File: config.mk
export PLATFORM = sky130hd
export DESIGN_NAME = io_access_unit
export DESIGN_NICKNAME = d
export VERILOG_FILES = /design/src/hw/io_pkg.sv /design/src/hw/io_access_if.sv /design/src/hw/io_access_unit.sv /design/src/hw/io_addr_decoder.sv /design/src/hw/io_issue_stage.sv /design/src/hw/io_port_flags.sv /design/src/hw/io_ready.sv /design/src/hw/io_window_regs.sv
export SDC_FILE = /design/constraint.sdc
export NUM_CORES = 1
export LEC_CHECK = 0
export BUFFER_PORTS_ARGS = -buffer_cell sky130_fd_sc_hd__buf_2
export CAP_MARGIN = 20
export CORE_ASPECT_RATIO = 0.8
export CORE_UTILIZATION = 53
export CTS_CLUSTER_DIAMETER = 200
export DETAILED_ROUTE_END_ITERATION = 7
export PLACE_DENSITY = 0.79
export SLEW_MARGIN = 20
export SYNTH_ARGS = -nofsm -noshare
export SYNTH_HDL_FRONTEND = slang
export SYNTH_HIERARCHICAL = 1
export SYNTH_SLANG_ARGS = --single-unit
File: constraint.sdc
create_clock -name clock -period 2.79 [get_ports clock]
set_input_delay 0.279 -clock clock [delete_from_list [all_inputs] [get_ports clock]]
set_output_delay 0.279 -clock clock [all_outputs]
set_load 0.03 [all_outputs]
File: src/hw/io_pkg.sv
/*
 * Shared widths, port count, flag polarities and window reset values for the
 * I/O access unit. Modules pull these in with a wildcard import.
 */
package io_pkg;

    localparam int ADDR_W    = 10;  // Operand address width
    localparam int NUM_PORTS = 4;   // Read ports, and as many write ports
    localparam int PORT_W    = 2;   // Port index, taken from the low address bits

    typedef logic [ADDR_W-1:0] addr_t;
    typedef logic [PORT_W-1:0] port_t;

    // A flag bit is set while its port holds a word
    localparam logic EF_FULL  = 1'b1;
    localparam logic EF_EMPTY = 1'b0;

    // Window after reset covers 0x3F0..0x3F3, one address per port
    localparam addr_t IO_BASE_RESET = 10'h3F0;
    localparam addr_t IO_MASK_RESET = 10'h3FC;

    // Register selectors of the window block
    localparam logic CFG_BASE = 1'b0;
    localparam logic CFG_MASK = 1'b1;

endpackage

File: src/hw/io_access_if.sv
/*
 * Operand class, port index and selected Empty/Full bits shared by the
 * decoder, the port flags and the ready logic.
 */
`timescale 1ns/1ns

interface io_access_if;
    import io_pkg::*;

    // Driven by the decoder
    logic  a_rd_is_io, b_rd_is_io, a_wr_is_io, b_wr_is_io;
    port_t a_rd_port,  b_rd_port,  a_wr_port,  b_wr_port;

    // Flag bit of each operand's port, driven by the flag block
    logic  a_rd_ef, b_rd_ef, a_wr_ef, b_wr_ef;

    modport decoder (output a_rd_is_io, b_rd_is_io, a_wr_is_io, b_wr_is_io,
                     output a_rd_port, b_rd_port, a_wr_port, b_wr_port);

    modport flags   (input  a_rd_is_io, b_rd_is_io, a_wr_is_io, b_wr_is_io,
                     input  a_rd_port, b_rd_port, a_wr_port, b_wr_port,
                     output a_rd_ef, b_rd_ef, a_wr_ef, b_wr_ef);

    modport ready   (input  a_rd_is_io, b_rd_is_io, a_wr_is_io, b_wr_is_io,
                     input  a_rd_ef, b_rd_ef, a_wr_ef, b_wr_ef);

endinterface

File: src/hw/io_access_unit.sv
/*
 * I/O gate of the soft processor. Decides accept or retry for each issued
 * instruction and keeps the port flags, with plain ports to the outside.
 */
`timescale 1ns/1ns

module io_access_unit (
    input  logic                         clock,
    input  logic                         arst_n,
    input  logic                         issue,
    input  io_pkg::addr_t                a_rd_addr,
    input  io_pkg::addr_t                b_rd_addr,
    input  io_pkg::addr_t                a_wr_addr,
    input  io_pkg::addr_t                b_wr_addr,
    input  logic                         cfg_we,
    input  logic                         cfg_sel,
    input  io_pkg::addr_t                cfg_data,
    input  logic [io_pkg::NUM_PORTS-1:0] rd_push,
    input  logic [io_pkg::NUM_PORTS-1:0] wr_pop,
    output logic                         accept,
    output logic                         retry,
    output logic [io_pkg::NUM_PORTS-1:0] rd_full,
    output logic [io_pkg::NUM_PORTS-1:0] wr_full
);
    import io_pkg::*;

    addr_t io_base, io_mask;
    addr_t a_rd_addr_q, b_rd_addr_q, a_wr_addr_q, b_wr_addr_q;
    logic  all_io_ready;
    logic  commit;

    io_access_if acc ();

    io_window_regs u_window (
        .clock, .arst_n, .cfg_we, .cfg_sel, .cfg_data, .io_base, .io_mask
    );

    io_issue_stage u_issue (
        .clock, .arst_n, .issue,
        .a_rd_addr, .b_rd_addr, .a_wr_addr, .b_wr_addr,
        .a_rd_addr_q, .b_rd_addr_q, .a_wr_addr_q, .b_wr_addr_q,
        .all_io_ready, .commit, .accept, .retry
    );

    // The decoder works on the held instruction, not on the live inputs
    io_addr_decoder u_decoder (
        .io_base, .io_mask,
        .a_rd_addr (a_rd_addr_q),
        .b_rd_addr (b_rd_addr_q),
        .a_wr_addr (a_wr_addr_q),
        .b_wr_addr (b_wr_addr_q),
        .acc       (acc.decoder)
    );

    io_port_flags u_flags (
        .clock, .arst_n, .acc (acc.flags), .commit, .rd_push, .wr_pop, .rd_full, .wr_full
    );

    io_ready #(.REGISTERED(1'b0)) u_ready (
        .clock, .acc (acc.ready), .all_io_ready
    );

endmodule

File: src/hw/io_addr_decoder.sv
/*
 * Classifies the four operand addresses as I/O or memory against the window
 * and extracts their port indices. Purely combinational.
 */
`timescale 1ns/1ns

module io_addr_decoder (
    input  io_pkg::addr_t      io_base,
    input  io_pkg::addr_t      io_mask,
    input  io_pkg::addr_t      a_rd_addr,
    input  io_pkg::addr_t      b_rd_addr,
    input  io_pkg::addr_t      a_wr_addr,
    input  io_pkg::addr_t      b_wr_addr,
    io_access_if.decoder       acc
);
    import io_pkg::*;

    // An address is I/O when the bits kept by the mask match the base
    function automatic logic in_window(addr_t addr);
        return (addr & io_mask) == (io_base & io_mask);
    endfunction

    always_comb begin
        acc.a_rd_is_io = in_window(a_rd_addr);
        acc.b_rd_is_io = in_window(b_rd_addr);
        acc.a_wr_is_io = in_window(a_wr_addr);
        acc.b_wr_is_io = in_window(b_wr_addr);
    end

    // The index is meaningful only when the matching class bit is set
    always_comb begin
        acc.a_rd_port = a_rd_addr[PORT_W-1:0];
        acc.b_rd_port = b_rd_addr[PORT_W-1:0];
        acc.a_wr_port = a_wr_addr[PORT_W-1:0];
        acc.b_wr_port = b_wr_addr[PORT_W-1:0];
    end

endmodule

File: src/hw/io_issue_stage.sv
/*
 * Holds the issued instruction for one cycle and decides it. Commit is the
 * combinational decision; accept and retry are its registered outcome.
 */
`timescale 1ns/1ns

module io_issue_stage (
    input  logic          clock,
    input  logic          arst_n,
    input  logic          issue,
    input  io_pkg::addr_t a_rd_addr,
    input  io_pkg::addr_t b_rd_addr,
    input  io_pkg::addr_t a_wr_addr,
    input  io_pkg::addr_t b_wr_addr,
    output io_pkg::addr_t a_rd_addr_q,
    output io_pkg::addr_t b_rd_addr_q,
    output io_pkg::addr_t a_wr_addr_q,
    output io_pkg::addr_t b_wr_addr_q,
    input  logic          all_io_ready,
    output logic          commit,
    output logic          accept,
    output logic          retry
);
    logic valid;  // An instruction is waiting for its decision

    always_ff @(posedge clock) begin
        if (issue) begin
            a_rd_addr_q <= a_rd_addr;
            b_rd_addr_q <= b_rd_addr;
            a_wr_addr_q <= a_wr_addr;
            b_wr_addr_q <= b_wr_addr;
        end
    end

    assign commit = valid && all_io_ready;

    always_ff @(posedge clock or negedge arst_n) begin
        if (!arst_n) begin
            valid  <= 1'b0;
            accept <= 1'b0;
            retry  <= 1'b0;
        end else begin
            valid  <= issue;
            accept <= commit;  // Rises at the same edge that updates the flags
            retry  <= valid && !all_io_ready;
        end
    end

    // An unknown ready level would leave accept and retry both undefined
    a_ready_known: assert property (
        @(posedge clock) disable iff (!arst_n)
        valid |-> !$isunknown(all_io_ready)
    );

endmodule

File: src/hw/io_port_flags.sv
/*
 * Empty/Full flags of the read and write ports. Presents the bit of each
 * operand's port and updates the flags on commit, push and pop.
 */
`timescale 1ns/1ns

module io_port_flags (
    input  logic                         clock,
    input  logic                         arst_n,
    io_access_if.flags                   acc,
    input  logic                         commit,
    input  logic [io_pkg::NUM_PORTS-1:0] rd_push,
    input  logic [io_pkg::NUM_PORTS-1:0] wr_pop,
    output logic [io_pkg::NUM_PORTS-1:0] rd_full,
    output logic [io_pkg::NUM_PORTS-1:0] wr_full
);
    import io_pkg::*;

    logic [NUM_PORTS-1:0] rd_flags;
    logic [NUM_PORTS-1:0] wr_flags;
    logic [NUM_PORTS-1:0] rd_used;    // Read ports named by I/O read operands
    logic [NUM_PORTS-1:0] wr_used;
    logic [NUM_PORTS-1:0] rd_take;
    logic [NUM_PORTS-1:0] wr_fill;

    always_comb begin
        acc.a_rd_ef = rd_flags[acc.a_rd_port];
        acc.b_rd_ef = rd_flags[acc.b_rd_port];
        acc.a_wr_ef = wr_flags[acc.a_wr_port];
        acc.b_wr_ef = wr_flags[acc.b_wr_port];
    end

    // A and B on the same port set the same bit, so the port changes once
    always_comb begin
        rd_used = '0;
        wr_used = '0;
        if (acc.a_rd_is_io) begin
            rd_used[acc.a_rd_port] = 1'b1;
        end
        if (acc.b_rd_is_io) begin
            rd_used[acc.b_rd_port] = 1'b1;
        end
        if (acc.a_wr_is_io) begin
            wr_used[acc.a_wr_port] = 1'b1;
        end
        if (acc.b_wr_is_io) begin
            wr_used[acc.b_wr_port] = 1'b1;
        end
        rd_take = rd_used & {NUM_PORTS{commit}};
        wr_fill = wr_used & {NUM_PORTS{commit}};
    end

    // Push and pop are applied last so they win over the commit effect
    always_ff @(posedge clock or negedge arst_n) begin
        if (!arst_n) begin
            rd_flags <= {NUM_PORTS{EF_EMPTY}};
            wr_flags <= {NUM_PORTS{EF_EMPTY}};
        end else begin
            rd_flags <= (rd_flags & ~rd_take) | rd_push;
            wr_flags <= (wr_flags | wr_fill) & ~wr_pop;
        end
    end

    assign rd_full = rd_flags;
    assign wr_full = wr_flags;

    // The issue stage must only commit when every used port is ready
    a_commit_ready: assert property (
        @(posedge clock) disable iff (!arst_n)
        commit |-> ((rd_used & ~rd_flags) == '0) && ((wr_used & wr_flags) == '0)
    );

endmodule

File: src/hw/io_ready.sv
/*
 * Combines the Empty/Full bits of the current operands into one ready level.
 * Memory operands never hold an instruction back.
 */
`timescale 1ns/1ns

module io_ready #(
    parameter bit REGISTERED = 1'b0
) (
    input  logic        clock,
    io_access_if.ready  acc,
    output logic        all_io_ready
);
    import io_pkg::*;

    logic a_rd_ef_masked;
    logic b_rd_ef_masked;
    logic a_wr_ef_masked;
    logic b_wr_ef_masked;
    logic all_reads_ready;
    logic all_writes_ready;
    logic ready_now;

    // Non-I/O reads look Full and non-I/O writes look Empty
    always_comb begin
        a_rd_ef_masked = acc.a_rd_is_io ? acc.a_rd_ef : EF_FULL;
        b_rd_ef_masked = acc.b_rd_is_io ? acc.b_rd_ef : EF_FULL;
        a_wr_ef_masked = acc.a_wr_is_io ? acc.a_wr_ef : EF_EMPTY;
        b_wr_ef_masked = acc.b_wr_is_io ? acc.b_wr_ef : EF_EMPTY;
    end

    always_comb begin
        all_reads_ready  = (a_rd_ef_masked == EF_FULL)  && (b_rd_ef_masked == EF_FULL);
        all_writes_ready = (a_wr_ef_masked == EF_EMPTY) && (b_wr_ef_masked == EF_EMPTY);
        ready_now        = all_reads_ready && all_writes_ready;
    end

    generate
        if (REGISTERED) begin : g_reg
            // Adds one cycle, so the caller must decide an edge later
            always_ff @(posedge clock) begin
                all_io_ready <= ready_now;
            end
        end else begin : g_comb
            assign all_io_ready = ready_now;
        end
    endgenerate

endmodule

File: src/hw/io_window_regs.sv
/*
 * Base and mask of the I/O window, loaded from cfg_data by a write strobe.
 * A write is visible to the decoder right after the edge that takes it.
 */
`timescale 1ns/1ns

module io_window_regs (
    input  logic          clock,
    input  logic          arst_n,
    input  logic          cfg_we,
    input  logic          cfg_sel,
    input  io_pkg::addr_t cfg_data,
    output io_pkg::addr_t io_base,
    output io_pkg::addr_t io_mask
);
    import io_pkg::*;

    always_ff @(posedge clock or negedge arst_n) begin
        if (!arst_n) begin
            io_base <= IO_BASE_RESET;
            io_mask <= IO_MASK_RESET;
        end else if (cfg_we) begin
            if (cfg_sel == CFG_BASE) begin
                io_base <= cfg_data;
            end
            if (cfg_sel == CFG_MASK) begin
                io_mask <= cfg_data;  // Zero bits in the mask widen the window
            end
        end
    end

    // An unknown strobe would leave the window in doubt for every later instruction
    a_cfg_we_known: assert property (
        @(posedge clock) disable iff (!arst_n)
        !$isunknown(cfg_we)
    );

endmodule

==> results <==
- The flow ran to the end, and the final reports show no timing, DRC or antenna violations.
- The detailed router placed 1982 vias in this run.
- The die is 71.47 um tall.
- Yosys printed 6 warnings.
- The number of antenna violations at the first check in global routing is 0.
- The setup fix buffers added after clock tree synthesis is 0.
- The time the worst path needs with I/O delays and setup is 2619 ps.
- The finished cells cover 3807 um^2.
- The register-to-register setup slack is 170 ps.
- The most instantiated flip-flop cell in the synthesis netlist is edfxtp_1.
- The growth of design area from synthesis to finish is 19.10%.
- Of the synthesized area, sequential elements account for 62.39%.
- The number of iterations in the first detailed-routing pass is 4.
- Buffers inserted to repair hold after CTS numbered 1.
- The starting utilization of the core area is 56.93%.
- CTS built an H-tree with a depth of 3.
- The count of final hold-check violations is 0.
- The post-CTS clock slew at the launch and capture registers of the worst setup and hold paths is 70 ps.
- Across all hold checks on the routed design, the worst slack comes to 68.85 ps.
- The required time at the endpoint of the critical path is 3060 ps.
- For this run, the top clock speed supported by timing is 0.3819 GHz.
- At the end of the flow, the number of nets in the layout was 345.
- The max-slew violation total from the final report was 0.
- In this design, the largest share of critical-path delay is due to simple AND/OR/NAND/NOR gates.
- The signal on the critical path passes through xor2_1, a22oi_1, nand4_1, a221oi_1, a22o_1, a221oi_2, and2_2, or4bb_1, a31oi_1.
- The tree is rooted in a clkbuf_8.
- Measured in cells, the most critical reg-to-reg path has a length of 9.
- The via count of the first global-routing pass came to 2034.
- Internal power comes to 1.840 mW.
- After synthesis, the share of flip-flops with an asynchronous set or reset is 43.66%.
- The switching power share of the total is 26.31%.
- For this design, the slowest cell found on the critical path is dfstp_2.
- The relative contribution of the clock network to total power is 31.3%.
- The area occupied by registers is 1994 um^2.
- The number of nets in the synthesized netlist is 267.
- The port buffer count is 72.
- The synthesized netlist occupies a cell area of 3197 um^2.
- The via count normalized by instance count is 5.430.
- The total clock buffers created by CTS is 9.
- 73 I/O pins were placed.
- For this run, the total global-route usage over all layers was measured as 22.08%.
- The flop and latch count out of synthesis is 71.
- The number of sinks on the clock net is 71.
- The worst setup path is launched from a flop.
- The maximum root-to-sink buffer count is 2.
- The most critical setup path has its startpoint at u_window/io_base[9].
- The min-delay analysis places its worst path in the category primary input to flop.
- After detailed routing, the total wire length is 6156 um.
- The number of cells in the design after placement is 348.
- The congestion estimate from routability-driven global placement came to 0.7913.
- The reg-to-reg critical path endpoint is u_flags/wr_full[0].
- The finished layout holds 365 standard cells, fillers aside.
- The proportion of power drawn by combinational gates is 14.4%.
- The biggest cell delay along the critical path is 600 ps.
- The final-report setup violation count is 0.
- Detailed placement finished with a half-perimeter wire length of 4374 um.
- The TritonCTS clock tree is built.
- The number of enable-type register cells in the synthesized netlist is 40.
- The maximum number of pins on one net before global-route repair is 42.
- In this run the cell area measured after placement is 3608 um^2.
- The remaining global-route overflow is 0.
- The average routed wire per standard cell is 16.87 um.
- For this design the static power due to leakage is 1.534 nW.
- The filler cell count is 409.
- The synthesized netlist cell count is 204.
- The slew of the pin with the lowest slew margin is 906.2 ps.
- Along the worst path, the maximum fanout reaches 17.
- The die covers 6348 um^2.
- The average instance area after synthesis is 15.67 um^2.
- The ratio of cells with drive above 1 in the final layout is 47.39%.
- The critical path crosses 9 cells after its start point.
- The startpoint identified for the worst hold timing path is wr_pop[3].
- The number of distinct library cells after synthesis is 27.
- In this run, post-CTS repair resized a total of 0 instances.
- The part of the cycle the worst path needs is 93.86%.
- The initial detailed-routing violation count is 92.
- The core region is 5615 um^2.
- The clock network latency to the later pin of the worst-skew pair is 350 ps.
- The kind of critical path is flop to flop.
- Registers are responsible for 54.2% of the overall power.
- In the final timing run, aggregate negative setup slack is 0 ps.
- The repair_antennas step left the layout with diodes totalling 0.
- The number of antenna-violating nets in the routed design is 0.
- For the final database, setup skew stands at 5.326 ps.
- The die extent in x is 88.83 um.
- The standard-cell row count is 24.
- The power dissipated by switching net loads is 0.6569 mW.
- For this design the ratio of total power to cell area is 655.7 nW/um^2.
- Across the run, the number of max-cap violations was 0.
- Counting both buffers and inverters, the worst setup path holds a total of 0.
- The final routed DRC violation total is 0.
- The capture point of the worst path is u_flags/wr_full[0].
- The type of destination of the critical path is a flop.
- The origin of the critical flop-to-flop path is u_window/io_base[9].
- The first global-routing pass estimated 9977 um of wire.
- IR analysis of the VDD net gives a maximum drop of 0.4172 mV.
- In the final layout, the multi-input gates occupy 1107 um^2.
- The arrival time of the worst setup path is 2890 ps.
- Measured against its own limit, the worst slew margin works out to 39.59%.
- Setup repair after global routing left no endpoint under its margin.
how the worst min path moves through the flow:
| stage | endpoint | depth (start not counted) |
|---|---|---|
| floorplan | u_flags/rd_full[0] | 0 |
| global placement | u_flags/rd_full[1] | 1 |
| detailed placement | u_flags/rd_full[1] | 1 |
| CTS | u_flags/wr_full[0] | 2 |
| global route | u_flags/wr_full[3] | 2 |
| finish | u_flags/wr_full[3] | 2 |
worst reg2reg max path, delay by kind of cell, from the launching register on:
| family | cells | cell delay [ps] |
|---|---|---|
| simple gates | 3 | 910 |
| flops | 1 | 600 |
| xor+xnor | 1 | 220 |
| compound gates | 5 | 810 |
per-stage QoR:
stage	power [mW]	setup WS (ps)	util (%)
2_1_floorplan	1.583	405.9	-
3_3_place_gp	1.716	366.7	64.26
3_5_place_dp	1.730	253.9	64.26
4_1_cts	2.514	191.7	67.80
5_1_grt	2.608	24.61	67.80
6_report	2.497	171.3	67.80
power groups by stage:
stage,sequential (mW),combinational [mW],clock [mW]
after floorplan,1.35,0.233,0
after CTS,1.35,0.360,0.800
after detailed placement,1.37,0.356,0
after global placement,1.37,0.347,0
final,1.35,0.360,0.782
after global routing,1.37,0.394,0.844
layer usage:
layer / part of all wire, % / vias to the layer above / track usage [%] / wire length, um
li1: - / 943 / - / -
met1: 46 / 965 / 30.91 / 2837
met2: 47 / 66 / 32.56 / 2884
met3: 5.5 / 8 / 7.143 / 340
met4: 1.5 / 0 / 8.065 / 93
met5: 0 / - / 0 / 0
logic make-up after synthesis:
group | after synthesis | synth area share [%]
buffers and inverters | 15 | 2.975
XOR/XNOR | 40 | 10.96
flip-flops | 71 | 62.39
multiplexers | 24 | 9.863
AND/OR/NAND/NOR | 23 | 6.106
AO/OA/AOI/OAI | 31 | 7.710
state kept, by name, summed over array words and instances (netlist names):
signal and flops:
u_issue/valid 1, u_flags/rd_full 4, u_issue/accept 1, u_issue/a_wr_addr_q 10, u_window/io_mask 10, u_issue/b_wr_addr_q 10
u_flags/wr_full 4, u_issue/retry 1, u_issue/b_rd_addr_q 10, u_issue/a_rd_addr_q 10, u_window/io_base 10
area by class of cell:
cell class	instances	area share (%)
Timing Repair Buffer	77	10.52
Sequential cell	71	52.38
Clock buffer	10	3.352
Clock inverter	6	1.610
Inverter	5	0.4929
Multi-Input combinational cell	118	29.08
Tap cell	78	2.563
synth_stat cells (4+ instances only):
library cell  instances  area, um^2
a221oi_1              4       35.03
a22oi_1              16       120.1
buf_4                 8       60.06
dfrtp_1              17       425.4
dfstp_2              14       367.9
edfxtp_1             40        1201
inv_1                 5       18.77
mux2_2               20       225.2
mux4_2                4       90.09
nand4_1               7       43.79
nand4b_1              8       70.07
xor2_1               40       350.3
cell usage in the layout (no fill, tap or decap), types with 2 or more instances in the layout:
cell,n
buf_2,72
xor2_1,40
edfxtp_1,40
mux2_2,20
dfrtp_1,17
a22oi_1,16
dfstp_2,14
clkbuf_8,9
nand4b_1,8
nand4_1,7
inv_1,5
a221oi_1,4
mux4_2,4
buf_4,4
clkinvlp_4,3
a31oi_1,3
a31o_2,3
or4bb_1,2
nand4bb_1,2
Power figures use the tool's default switching activity.
